[config.mk]
export PLATFORM = sky130hd
export DESIGN_NAME = rv_core
export DESIGN_NICKNAME = d
export VERILOG_FILES = /design/src/rv_pkg.sv /design/src/rv_alu.sv /design/src/rv_control.sv /design/src/rv_core.sv /design/src/rv_decoder.sv /design/src/rv_mem_port.sv /design/src/rv_regfile.sv
export SDC_FILE = /design/constraint.sdc
export NUM_CORES = 2
export LEC_CHECK = 0
export BUFFER_PORTS_ARGS = -buffer_cell sky130_fd_sc_hd__buf_2
export CORE_MARGIN = 2
export CORE_UTILIZATION = 45
export DETAILED_ROUTE_END_ITERATION = 10
export PLACE_DENSITY_LB_ADDON = 0.1
export SLEW_MARGIN = 20
export SYNTH_ARGS = -nofsm -noshare
export SYNTH_HDL_FRONTEND = slang
export SYNTH_HIERARCHICAL = 1
export SYNTH_SLANG_ARGS = --single-unit
[constraint.sdc]
create_clock -name clk -period 6.1 [get_ports clk]
set_clock_uncertainty 0.15 [all_clocks]
set_input_delay 1.22 -clock clk [delete_from_list [all_inputs] [get_ports clk]]
set_output_delay 1.22 -clock clk [all_outputs]
set_load 0.02 [all_outputs]
[src/rv_pkg.sv]
// Shared types and constants for the multi-cycle RV32I core.
// Every RTL block imports this package for word types, the decoded
// instruction record, ALU operation codes and the memory request format.

`default_nettype none

package rv_pkg;

	localparam int xlen = 32;
	localparam int reg_addr_bits = 5;

	// Major opcodes of the supported subset
	localparam logic [6:0] opc_lui    = 7'b0110111;
	localparam logic [6:0] opc_auipc  = 7'b0010111;
	localparam logic [6:0] opc_jal    = 7'b1101111;
	localparam logic [6:0] opc_jalr   = 7'b1100111;
	localparam logic [6:0] opc_branch = 7'b1100011;
	localparam logic [6:0] opc_load   = 7'b0000011;
	localparam logic [6:0] opc_store  = 7'b0100011;
	localparam logic [6:0] opc_op_imm = 7'b0010011;
	localparam logic [6:0] opc_op     = 7'b0110011;

	typedef logic [xlen-1:0] word_t;
	typedef logic [reg_addr_bits-1:0] reg_idx_t;

	typedef enum logic [3:0] {
		class_lui, class_auipc, class_jal, class_jalr, class_branch,
		class_load, class_store, class_op_imm, class_op, class_illegal
	} instr_class_e;

	// Compare ops give 0 or 1 in bit 0
	typedef enum logic [3:0] {
		alu_add, alu_sub, alu_slt, alu_sltu, alu_xor, alu_or, alu_and,
		alu_sll, alu_srl, alu_sra, alu_eq, alu_ne, alu_ge, alu_geu
	} alu_op_e;

	// Immediate shifts carry the shift amount in rs2
	typedef struct packed {
		instr_class_e iclass;
		alu_op_e      alu_op;
		reg_idx_t     rd;
		reg_idx_t     rs1;
		reg_idx_t     rs2;
		word_t        imm;
	} decoded_t;

	typedef enum logic [3:0] {
		st_fetch, st_decode, st_ld_rs1, st_ld_rs2, st_exec,
		st_shift, st_store, st_ldmem, st_stmem, st_trap
	} cpu_state_e;

	// Zero wstrb means a read
	typedef struct packed {
		word_t      addr;
		word_t      wdata;
		logic [3:0] wstrb;
		logic       instr;
	} mem_req_t;

endpackage

`default_nettype wire

[src/rv_alu.sv]
// Combinational ALU for the core.
// Handles add/sub, logic ops and compares; shift ops move op1 by op2,
// which the control FSM keeps at 1 or 4 and repeats as needed.

`timescale 1ns/1ps
`default_nettype none

module rv_alu (
	input  rv_pkg::alu_op_e alu_op,
	input  rv_pkg::word_t   op1,
	input  rv_pkg::word_t   op2,
	output rv_pkg::word_t   result
);
	import rv_pkg::*;

	logic [reg_addr_bits-1:0] shamt;

	assign shamt = op2[reg_addr_bits-1:0];

	always_comb begin
		case (alu_op)
			alu_add:
				result = op1 + op2;
			alu_sub:
				result = op1 - op2;
			alu_slt:
				result = word_t'($signed(op1) < $signed(op2));
			alu_sltu:
				result = word_t'(op1 < op2);
			alu_xor:
				result = op1 ^ op2;
			alu_or:
				result = op1 | op2;
			alu_and:
				result = op1 & op2;
			alu_sll:
				result = op1 << shamt;
			alu_srl:
				result = op1 >> shamt;
			alu_sra:
				result = word_t'($signed(op1) >>> shamt);
			// Branch compares
			alu_eq:
				result = word_t'(op1 == op2);
			alu_ne:
				result = word_t'(op1 != op2);
			alu_ge:
				result = word_t'($signed(op1) >= $signed(op2));
			alu_geu:
				result = word_t'(op1 >= op2);
			default:
				result = op1 + op2;
		endcase
	end

endmodule

`default_nettype wire

[src/rv_control.sv]
// Main sequencer of the multi-cycle core.
// Walks fetch, decode, operand load, execute and memory states, runs
// shifts in steps of four then one, and stops in st_trap on an illegal
// instruction or a misaligned access or jump target.

`timescale 1ns/1ps
`default_nettype none

module rv_control (
	input  logic             clk,
	input  logic             resetn,
	output logic             trap,
	input  rv_pkg::decoded_t dec,
	output logic             dec_load,
	output rv_pkg::reg_idx_t raddr1,
	output rv_pkg::reg_idx_t raddr2,
	input  rv_pkg::word_t    rdata1,
	input  rv_pkg::word_t    rdata2,
	output logic             rf_we,
	output rv_pkg::reg_idx_t rf_waddr,
	output rv_pkg::word_t    rf_wdata,
	output rv_pkg::alu_op_e  alu_op,
	output rv_pkg::word_t    op1,
	output rv_pkg::word_t    op2,
	input  rv_pkg::word_t    alu_result,
	output logic             req_start,
	output rv_pkg::mem_req_t req,
	input  logic             mem_idle,
	input  logic             req_done,
	input  rv_pkg::word_t    rdata_buf
);
	import rv_pkg::*;

	cpu_state_e state;
	word_t pc;
	word_t op1_q;
	word_t op2_q;
	logic [reg_addr_bits-1:0] sh;
	logic req_pending;
	word_t pc_next4;
	word_t pc_target;
	word_t addr_eff;
	word_t jalr_target;
	logic mem_phase;
	logic misaligned;
	logic is_shift;

	assign pc_next4 = pc + 32'd4;
	assign pc_target = pc + dec.imm;
	assign addr_eff = op1_q + dec.imm;
	assign jalr_target = {alu_result[xlen-1:1], 1'b0};
	assign misaligned = (addr_eff[1:0] != 2'b00);
	assign is_shift = dec.alu_op inside {alu_sll, alu_srl, alu_sra};
	assign mem_phase = state inside {st_fetch, st_ldmem, st_stmem};

	assign trap = (state == st_trap);
	assign raddr1 = dec.rs1;
	assign raddr2 = dec.rs2;
	assign alu_op = dec.alu_op;
	assign op1 = op1_q;
	// Shift step size while iterating
	assign op2 = (state == st_shift) ? ((sh >= 5'd4) ? 32'd4 : 32'd1) : op2_q;

	// Misaligned data accesses never reach the bus
	assign req_start = mem_phase && mem_idle && !req_pending &&
		(state == st_fetch || !misaligned);
	assign dec_load = (state == st_fetch) && req_done;

	always_comb begin
		req.addr = (state == st_fetch) ? pc : addr_eff;
		req.wdata = op2_q;
		req.wstrb = (state == st_stmem) ? 4'b1111 : 4'b0000;
		req.instr = (state == st_fetch);
	end

	assign rf_waddr = dec.rd;

	always_comb begin
		rf_we = 1'b0;
		rf_wdata = op1_q;
		case (state)
			st_decode: begin
				rf_we = (dec.iclass == class_jal) && (pc_target[1:0] == 2'b00);
				rf_wdata = pc_next4;
			end
			st_exec: begin
				rf_we = (dec.iclass == class_jalr) && !jalr_target[1];
				rf_wdata = pc_next4;
			end
			st_store:
				rf_we = 1'b1;
			st_ldmem: begin
				rf_we = req_done;
				rf_wdata = rdata_buf;
			end
			default: ;
		endcase
	end

	always_ff @(posedge clk) begin
		if (!resetn) begin
			state <= st_fetch;
			pc <= '0;
			req_pending <= 1'b0;
		end else begin
			if (req_start)
				req_pending <= 1'b1;
			else if (req_done)
				req_pending <= 1'b0;

			case (state)
				st_fetch: begin
					if (req_done)
						state <= st_decode;
				end
				st_decode: begin
					case (dec.iclass)
						class_illegal:
							state <= st_trap;
						class_lui, class_auipc: begin
							op1_q <= (dec.iclass == class_lui) ? '0 : pc;
							op2_q <= dec.imm;
							state <= st_exec;
						end
						class_jal: begin
							if (pc_target[1:0] != 2'b00) begin
								state <= st_trap;
							end else begin
								pc <= pc_target;
								state <= st_fetch;
							end
						end
						default:
							state <= st_ld_rs1;
					endcase
				end
				st_ld_rs1: begin
					op1_q <= rdata1;
					if (dec.iclass == class_load) begin
						state <= st_ldmem;
					end else if (dec.iclass == class_op_imm && is_shift) begin
						sh <= dec.rs2;
						state <= st_shift;
					end else if (dec.iclass == class_op_imm || dec.iclass == class_jalr) begin
						op2_q <= dec.imm;
						state <= st_exec;
					end else begin
						state <= st_ld_rs2;
					end
				end
				st_ld_rs2: begin
					op2_q <= rdata2;
					if (dec.iclass == class_store) begin
						state <= st_stmem;
					end else if (dec.iclass == class_op && is_shift) begin
						sh <= rdata2[reg_addr_bits-1:0];
						state <= st_shift;
					end else begin
						state <= st_exec;
					end
				end
				st_exec: begin
					if (dec.iclass == class_branch) begin
						if (!alu_result[0])
							pc <= pc_next4;
						else if (pc_target[1:0] == 2'b00)
							pc <= pc_target;
						state <= (alu_result[0] && pc_target[1:0] != 2'b00) ? st_trap : st_fetch;
					end else if (dec.iclass == class_jalr) begin
						if (jalr_target[1])
							state <= st_trap;
						else begin
							pc <= jalr_target;
							state <= st_fetch;
						end
					end else begin
						op1_q <= alu_result;
						state <= st_store;
					end
				end
				st_shift: begin
					if (sh == '0) begin
						state <= st_store;
					end else begin
						op1_q <= alu_result;
						sh <= (sh >= 5'd4) ? sh - 5'd4 : sh - 5'd1;
					end
				end
				st_store: begin
					pc <= pc_next4;
					state <= st_fetch;
				end
				st_ldmem, st_stmem: begin
					if (!req_pending && misaligned) begin
						state <= st_trap;
					end else if (req_done) begin
						pc <= pc_next4;
						state <= st_fetch;
					end
				end
				default: ;
			endcase
		end
	end

	pc_aligned_a: assert property (@(posedge clk) disable iff (!resetn)
		state != st_trap |-> pc[1:0] == 2'b00);

endmodule

`default_nettype wire

[src/rv_core.sv]
// Top level of the multi-cycle RV32I core.
// Connects control, decoder, register file, ALU and the memory port;
// the memory port drives the native valid/ready bus.

`timescale 1ns/1ps
`default_nettype none

module rv_core (
	input  logic             clk,
	input  logic             resetn,
	output logic             trap,
	output logic             mem_valid,
	output rv_pkg::mem_req_t mem_req,
	input  logic             mem_ready,
	input  rv_pkg::word_t    mem_rdata
);
	import rv_pkg::*;

	decoded_t dec;
	logic dec_load;
	reg_idx_t raddr1, raddr2, rf_waddr;
	word_t rdata1, rdata2, rf_wdata;
	logic rf_we;
	alu_op_e alu_op;
	word_t op1, op2, alu_result;
	logic req_start, mem_idle, req_done;
	mem_req_t req;
	word_t rdata_buf;

	rv_control control_i (
		.clk(clk), .resetn(resetn), .trap(trap),
		.dec(dec), .dec_load(dec_load),
		.raddr1(raddr1), .raddr2(raddr2), .rdata1(rdata1), .rdata2(rdata2),
		.rf_we(rf_we), .rf_waddr(rf_waddr), .rf_wdata(rf_wdata),
		.alu_op(alu_op), .op1(op1), .op2(op2), .alu_result(alu_result),
		.req_start(req_start), .req(req), .mem_idle(mem_idle),
		.req_done(req_done), .rdata_buf(rdata_buf)
	);

	rv_decoder decoder_i (.clk(clk), .dec_load(dec_load), .instr(rdata_buf), .dec(dec));

	rv_regfile regfile_i (
		.clk(clk), .raddr1(raddr1), .raddr2(raddr2), .rdata1(rdata1), .rdata2(rdata2),
		.we(rf_we), .waddr(rf_waddr), .wdata(rf_wdata)
	);

	rv_alu alu_i (.alu_op(alu_op), .op1(op1), .op2(op2), .result(alu_result));

	rv_mem_port mem_port_i (
		.clk(clk), .resetn(resetn), .req_start(req_start), .req(req),
		.idle(mem_idle), .req_done(req_done), .rdata_buf(rdata_buf),
		.mem_valid(mem_valid), .mem_req(mem_req),
		.mem_ready(mem_ready), .mem_rdata(mem_rdata)
	);

endmodule

`default_nettype wire

[src/rv_decoder.sv]
// Instruction decoder for the RV32I subset.
// Loads a fetched word on dec_load and presents the decoded record
// on the next cycle; anything outside the subset decodes as illegal.

`timescale 1ns/1ps
`default_nettype none

module rv_decoder (
	input  logic             clk,
	input  logic             dec_load,
	input  rv_pkg::word_t    instr,
	output rv_pkg::decoded_t dec
);
	import rv_pkg::*;

	logic [6:0] opcode;
	logic [2:0] funct3;
	logic [6:0] funct7;
	word_t imm_i, imm_s, imm_b, imm_u, imm_j;
	decoded_t dec_next;

	function automatic alu_op_e funct3_op(input logic [2:0] f3);
		case (f3)
			3'b000: return alu_add;
			3'b001: return alu_sll;
			3'b010: return alu_slt;
			3'b011: return alu_sltu;
			3'b100: return alu_xor;
			3'b101: return alu_srl;
			3'b110: return alu_or;
			default: return alu_and;
		endcase
	endfunction

	assign opcode = instr[6:0];
	assign funct3 = instr[14:12];
	assign funct7 = instr[31:25];

	assign imm_i = {{20{instr[31]}}, instr[31:20]};
	assign imm_s = {{20{instr[31]}}, instr[31:25], instr[11:7]};
	assign imm_b = {{19{instr[31]}}, instr[31], instr[7], instr[30:25], instr[11:8], 1'b0};
	assign imm_u = {instr[31:12], 12'b0};
	assign imm_j = {{11{instr[31]}}, instr[31], instr[19:12], instr[20], instr[30:21], 1'b0};

	always_comb begin
		dec_next.iclass = class_illegal;
		dec_next.alu_op = alu_add;
		dec_next.rd = instr[11:7];
		dec_next.rs1 = instr[19:15];
		dec_next.rs2 = instr[24:20];
		dec_next.imm = imm_i;
		case (opcode)
			opc_lui: begin
				dec_next.iclass = class_lui;
				dec_next.imm = imm_u;
			end
			opc_auipc: begin
				dec_next.iclass = class_auipc;
				dec_next.imm = imm_u;
			end
			opc_jal: begin
				dec_next.iclass = class_jal;
				dec_next.imm = imm_j;
			end
			opc_jalr: begin
				if (funct3 == 3'b000)
					dec_next.iclass = class_jalr;
			end
			opc_branch: begin
				dec_next.iclass = class_branch;
				dec_next.imm = imm_b;
				case (funct3)
					3'b000: dec_next.alu_op = alu_eq;
					3'b001: dec_next.alu_op = alu_ne;
					3'b100: dec_next.alu_op = alu_slt;
					3'b101: dec_next.alu_op = alu_ge;
					3'b110: dec_next.alu_op = alu_sltu;
					3'b111: dec_next.alu_op = alu_geu;
					default: dec_next.iclass = class_illegal;
				endcase
			end
			opc_load: begin
				if (funct3 == 3'b010)
					dec_next.iclass = class_load;
			end
			opc_store: begin
				dec_next.imm = imm_s;
				if (funct3 == 3'b010)
					dec_next.iclass = class_store;
			end
			opc_op_imm: begin
				dec_next.iclass = class_op_imm;
				dec_next.alu_op = funct3_op(funct3);
				if (funct3 == 3'b101 && funct7 == 7'b0100000)
					dec_next.alu_op = alu_sra;
				else if ((funct3 == 3'b001 || funct3 == 3'b101) && funct7 != 7'b0000000)
					dec_next.iclass = class_illegal;
			end
			opc_op: begin
				dec_next.iclass = class_op;
				dec_next.alu_op = funct3_op(funct3);
				if (funct7 == 7'b0100000 && funct3 == 3'b000)
					dec_next.alu_op = alu_sub;
				else if (funct7 == 7'b0100000 && funct3 == 3'b101)
					dec_next.alu_op = alu_sra;
				else if (funct7 != 7'b0000000)
					dec_next.iclass = class_illegal;
			end
			default: ;
		endcase
	end

	always_ff @(posedge clk) begin
		if (dec_load)
			dec <= dec_next;
	end

endmodule

`default_nettype wire

[src/rv_mem_port.sv]
// Memory transaction unit on the native valid/ready bus.
// Takes one request per req_start, holds it on the bus until mem_ready,
// keeps the read data and pulses req_done one cycle later.

`timescale 1ns/1ps
`default_nettype none

module rv_mem_port (
	input  logic             clk,
	input  logic             resetn,
	input  logic             req_start,
	input  rv_pkg::mem_req_t req,
	output logic             idle,
	output logic             req_done,
	output rv_pkg::word_t    rdata_buf,
	output logic             mem_valid,
	output rv_pkg::mem_req_t mem_req,
	input  logic             mem_ready,
	input  rv_pkg::word_t    mem_rdata
);
	import rv_pkg::*;

	typedef enum logic {mp_idle, mp_busy} mp_state_e;

	mp_state_e state;
	mem_req_t req_q;

	assign idle = (state == mp_idle);
	assign mem_valid = (state == mp_busy);
	assign mem_req = req_q;

	always_ff @(posedge clk) begin
		if (!resetn) begin
			state <= mp_idle;
			req_done <= 1'b0;
		end else begin
			req_done <= 1'b0;
			case (state)
				mp_idle: begin
					if (req_start) begin
						req_q <= req;
						state <= mp_busy;
					end
				end
				mp_busy: begin
					if (mem_ready) begin
						if (req_q.wstrb == 4'b0000)
							rdata_buf <= mem_rdata;
						req_done <= 1'b1;
						state <= mp_idle;
					end
				end
				default: state <= mp_idle;
			endcase
		end
	end

	// Bus request must hold until accepted
	req_hold_a: assert property (@(posedge clk) disable iff (!resetn)
		mem_valid && !mem_ready |=> mem_valid && $stable(mem_req));

	start_when_idle_a: assert property (@(posedge clk) disable iff (!resetn)
		req_start |-> idle);

endmodule

`default_nettype wire

[src/rv_regfile.sv]
// General purpose register file, 32 x 32 bits.
// Two asynchronous read ports and one synchronous write port.

`timescale 1ns/1ps
`default_nettype none

module rv_regfile (
	input  logic             clk,
	input  rv_pkg::reg_idx_t raddr1,
	input  rv_pkg::reg_idx_t raddr2,
	output rv_pkg::word_t    rdata1,
	output rv_pkg::word_t    rdata2,
	input  logic             we,
	input  rv_pkg::reg_idx_t waddr,
	input  rv_pkg::word_t    wdata
);
	import rv_pkg::*;

	word_t regs [2**reg_addr_bits];

	// x0 reads as zero whatever the array holds
	assign rdata1 = (raddr1 == '0) ? '0 : regs[raddr1];
	assign rdata2 = (raddr2 == '0) ? '0 : regs[raddr2];

	always_ff @(posedge clk) begin
		if (we && waddr != '0)
			regs[waddr] <= wdata;
	end

endmodule

`default_nettype wire

==> key figures <==
Logic synthesis
  – Yosys warning count: 6
  – Gate Count Post-Synth: 5359
  – Syn_area_per_cell: 13.43 um^2
  – Sequential area share after synthesis: 0.5322
  – Yosys reg bits: 1288
  – Ranking of synthesized cells by area: edfxtp_1, mux4_2, mux2i_1, ha_1, a21oi_1
  – Top-count cell post-synth: edfxtp_1
  – Synth unique cells: 113
  – Share of the synthesized area in the top cell type: 0.5213
  – Post-synth top cells: edfxtp_1, mux4_2, nand2_1, nor2_1, a21oi_1
  – Yosys top cell by area: edfxtp_1
  – Ys async rst share: 0
  – Synth Flop Type: edfxtp_1
  – Area of the mapped netlist: 71950 um^2
  – Number of enable flip-flop cells after synthesis: 1249

Min path
  – Worst min-delay path class: reg -> reg
  – HP Start: control_i/op2_q[0]
  – Hold EP: mem_port_i/mem_req[5]
  – Hold path cells: 0

STA
  – Period minus WS final: 6.009 ns
  – Max_slew headroom: 0.09398
  – Final setup viols: 0
  – Fin. Hold Viols: 0
  – Fin crit share: 0.9850
  – Slew of the pin with the lowest slew margin: 1.359 ns
  – FMAX: 166.4 MHz
  – Fin worst setup slack: 0.09134 ns
  – RSZ-0062 raised after global routing: true
  – Final Slew Violations: 0
  – Fin Hold WS: 0.3006 ns

Status
  – Outcome: complete, no violations

Clock tree
  – Clock sinks: 1288
  – CTS root buffer: clkbuf_16
  – CTS Buffer Depth: 3
  – CTS H-tree lvls: 4
  – Num CTS Buffers: 147
  – Worst skew pair latency: 0.80 ns
  – Clock-pin slew on the worst setup and hold paths: 0.06 ns
  – CTS tree: done

Drt
  – DR WL/cell: 36.96 um
  – Final ANT Viol Nets: 0
  – Post-route DRC: 0
  – Vias: 53600
  – Drt first pass iters: 9
  – Detailed-route vias per instance: 6.863
  – Starting DRT DRC Count: 7403
  – Aggregate routed wire length: 288.7 mm

Floorplan
  – Die area: 163100 um^2
  – Num rows: 146
  – Die Ht: 403.8 um
  – Starting Density: 0.4537
  – CORE AREA: 158600 um^2
  – Chip Width: 403.8 um
  – Io pins: 106

Final layout
  – Area growth, synth to finish: 15.29%
  – Post-layout util: 0.5231
  – Final Non-Filler Cells: 7810
  – Fin area: 82940 um^2
  – # nets final: 5815
  – Share of layout cells above drive strength 1: 0.2453

Placed design
  – PortBufs: 105
  – Hpwl dp: 199.8 mm
  – Cells after DPL: 7532
  – DP Worst Slack: -0.5263 ns
  – Post-DP Area: 77770 um^2
  – GPL Wtd Cong: 1.030

Setup path
  – Reg2reg end: control_i/pc[31]
  – R2r startpoint: control_i/sh[0]
  – Critical path peak fanout: 7
  – WS Path Type: reg -> reg
  – Arrival time worst endpoint: 6.56 ns
  – CP Data Required Time: 6.65 ns
  – CP endpoint kind: flop
  – R2R setup slack: 0.09 ns
  – Nature of the critical path startpoint: flop
  – Register-to-Register Path Depth: 22

GRT
  – Final global-route overflow total: 0
  – Largest net degree at the start of global routing: 122
  – Tot GR Track Use: 0.3493
  – Vias in the first global route: 50970
  – First-pass GRT wire length: 398.7 mm
  – Initial antenna violation count: 26

Pwr
  – Pwr dens: 342.8 nW/um^2
  – P_leak: 0.02916 uW
  – VDD IR max: 360.5 uV

Job
  – Max-Cap Viols: 0
worst max-delay path: stages, from the launching register on:
cell       delay, ns
edfxtp_1        0.35
inv_1           0.06
ha_1            0.21
a2111o_1        0.43
or3_4           0.39
buf_4           0.16
o21a_2          0.19
clkinv_1        0.10
ha_1            0.14
buf_4           0.16
inv_1           0.08
a21oi_1         0.37
o22ai_2         0.23
o211ai_1        0.48
and2_1          0.44
o31ai_2         0.18
nor3_1          0.19
a31oi_1         0.06
o2111ai_1       0.49
nor2_1          0.16
o311ai_0        0.38
o221ai_1        0.19
nor4_1          0.30
kinds of logic (layout without fill, tap and decap cells):
family | count (synthesis) | in the layout | synth area share
buffers and inverters | 622 | 964 | 0.03802
DFF | 1288 | 1288 | 0.5322
AOI/OAI and AO/OA | 1353 | 1353 | 0.1320
muxes | 769 | 769 | 0.1861
adders and majority gates | 168 | 168 | 0.02963
xor gates and xnor gates | 89 | 89 | 0.01083
other | 1 | 38 | 0.00005212
and+or+nand+nor | 1069 | 1069 | 0.07120
sequential cells by signal, indices dropped and copies added (netlist names):
name and cells:
control_i/op1 32, control_i/op2_q 32, control_i/pc 32, control_i/req_pending 1
control_i/sh 5, control_i/state 4, decoder_i/dec 55, mem_port_i/mem_req 69
mem_port_i/mem_valid 1, mem_port_i/rdata_buf 32, mem_port_i/req_done 1, regfile_i/regs 1024
through the flow:
step / power [uW] / setup TNS [ns]
floorplan: 15680 / -65.84
finish: 28430 / 0
global placement: 19110 / -572.29
CTS: 28270 / 0
detailed placement: 19100 / -235.58
global route: 29240 / -0.009256
layer usage:
layer / routed length, um / vias to the layer above / track usage
li1: - / 22050 / -
met5: 76 / - / 0
met3: 28750 / 739 / 0.06568
met1: 110500 / 27420 / 0.4676
met4: 19220 / 10 / 0.1963
met2: 130100 / 3378 / 0.5374
cells in the final DEF, fill, tap and decap left out, types with 79 or more instances in the layout:
cell       instances
mux4_2           447
ha_1             164
clkbuf_16        152
buf_12            85
buf_4            304
nor3_1            79
nand2_1          315
o21ai_0          195
buf_2            105
mux2i_1          242
a21oi_1          278
a211oi_1          89
nor2_1           278
inv_1            192
edfxtp_1        1249
how the worst max path moves through the flow:
stage / cells after the start / slack, ns / end / start
after floorplan: 21 / -0.30 / regfile_i/regs[12][0] / control_i/state[1]
after global placement: 24 / -0.86 / regfile_i/regs[8][28] / control_i/sh[0]
after detailed placement: 24 / -0.53 / regfile_i/regs[12][26] / control_i/sh[0]
after CTS: 24 / 0.02 / control_i/pc[12] / control_i/sh[0]
after global routing: 23 / -0.009 / control_i/pc[31] / control_i/sh[1]
final: 22 / 0.09 / control_i/pc[31] / control_i/sh[0]
report_power, final:
group / switching [uW] / total, uW / leakage [uW] / internal, uW
sequential: 366 / 11400 / 0.0117 / 11000
clock: 3800 / 9220 / 0.00241 / 5420
combinational: 5480 / 7850 / 0.0151 / 2370
area by class of cell:
cell class	count	area, um^2
Timing Repair Buffer	497	4576
Antenna cell	6	15.01
Clock buffer	185	3938
Clock inverter	84	1057
Tap cell	2072	2592
Inverter	198	748.2
Fill cell	13350	75620
Sequential cell	1288	38290
Multi-Input combinational cell	3480	31730
repair_timing:
action | CTS | global route
setup endpoints to repair | 994 | 1028
hold buffers | 0 | 0
setup buffers | 0 | 2
pin swaps | 0 | 3
resized for setup | 4 | 15
Note: power is estimated with default switching activity, not from simulation.
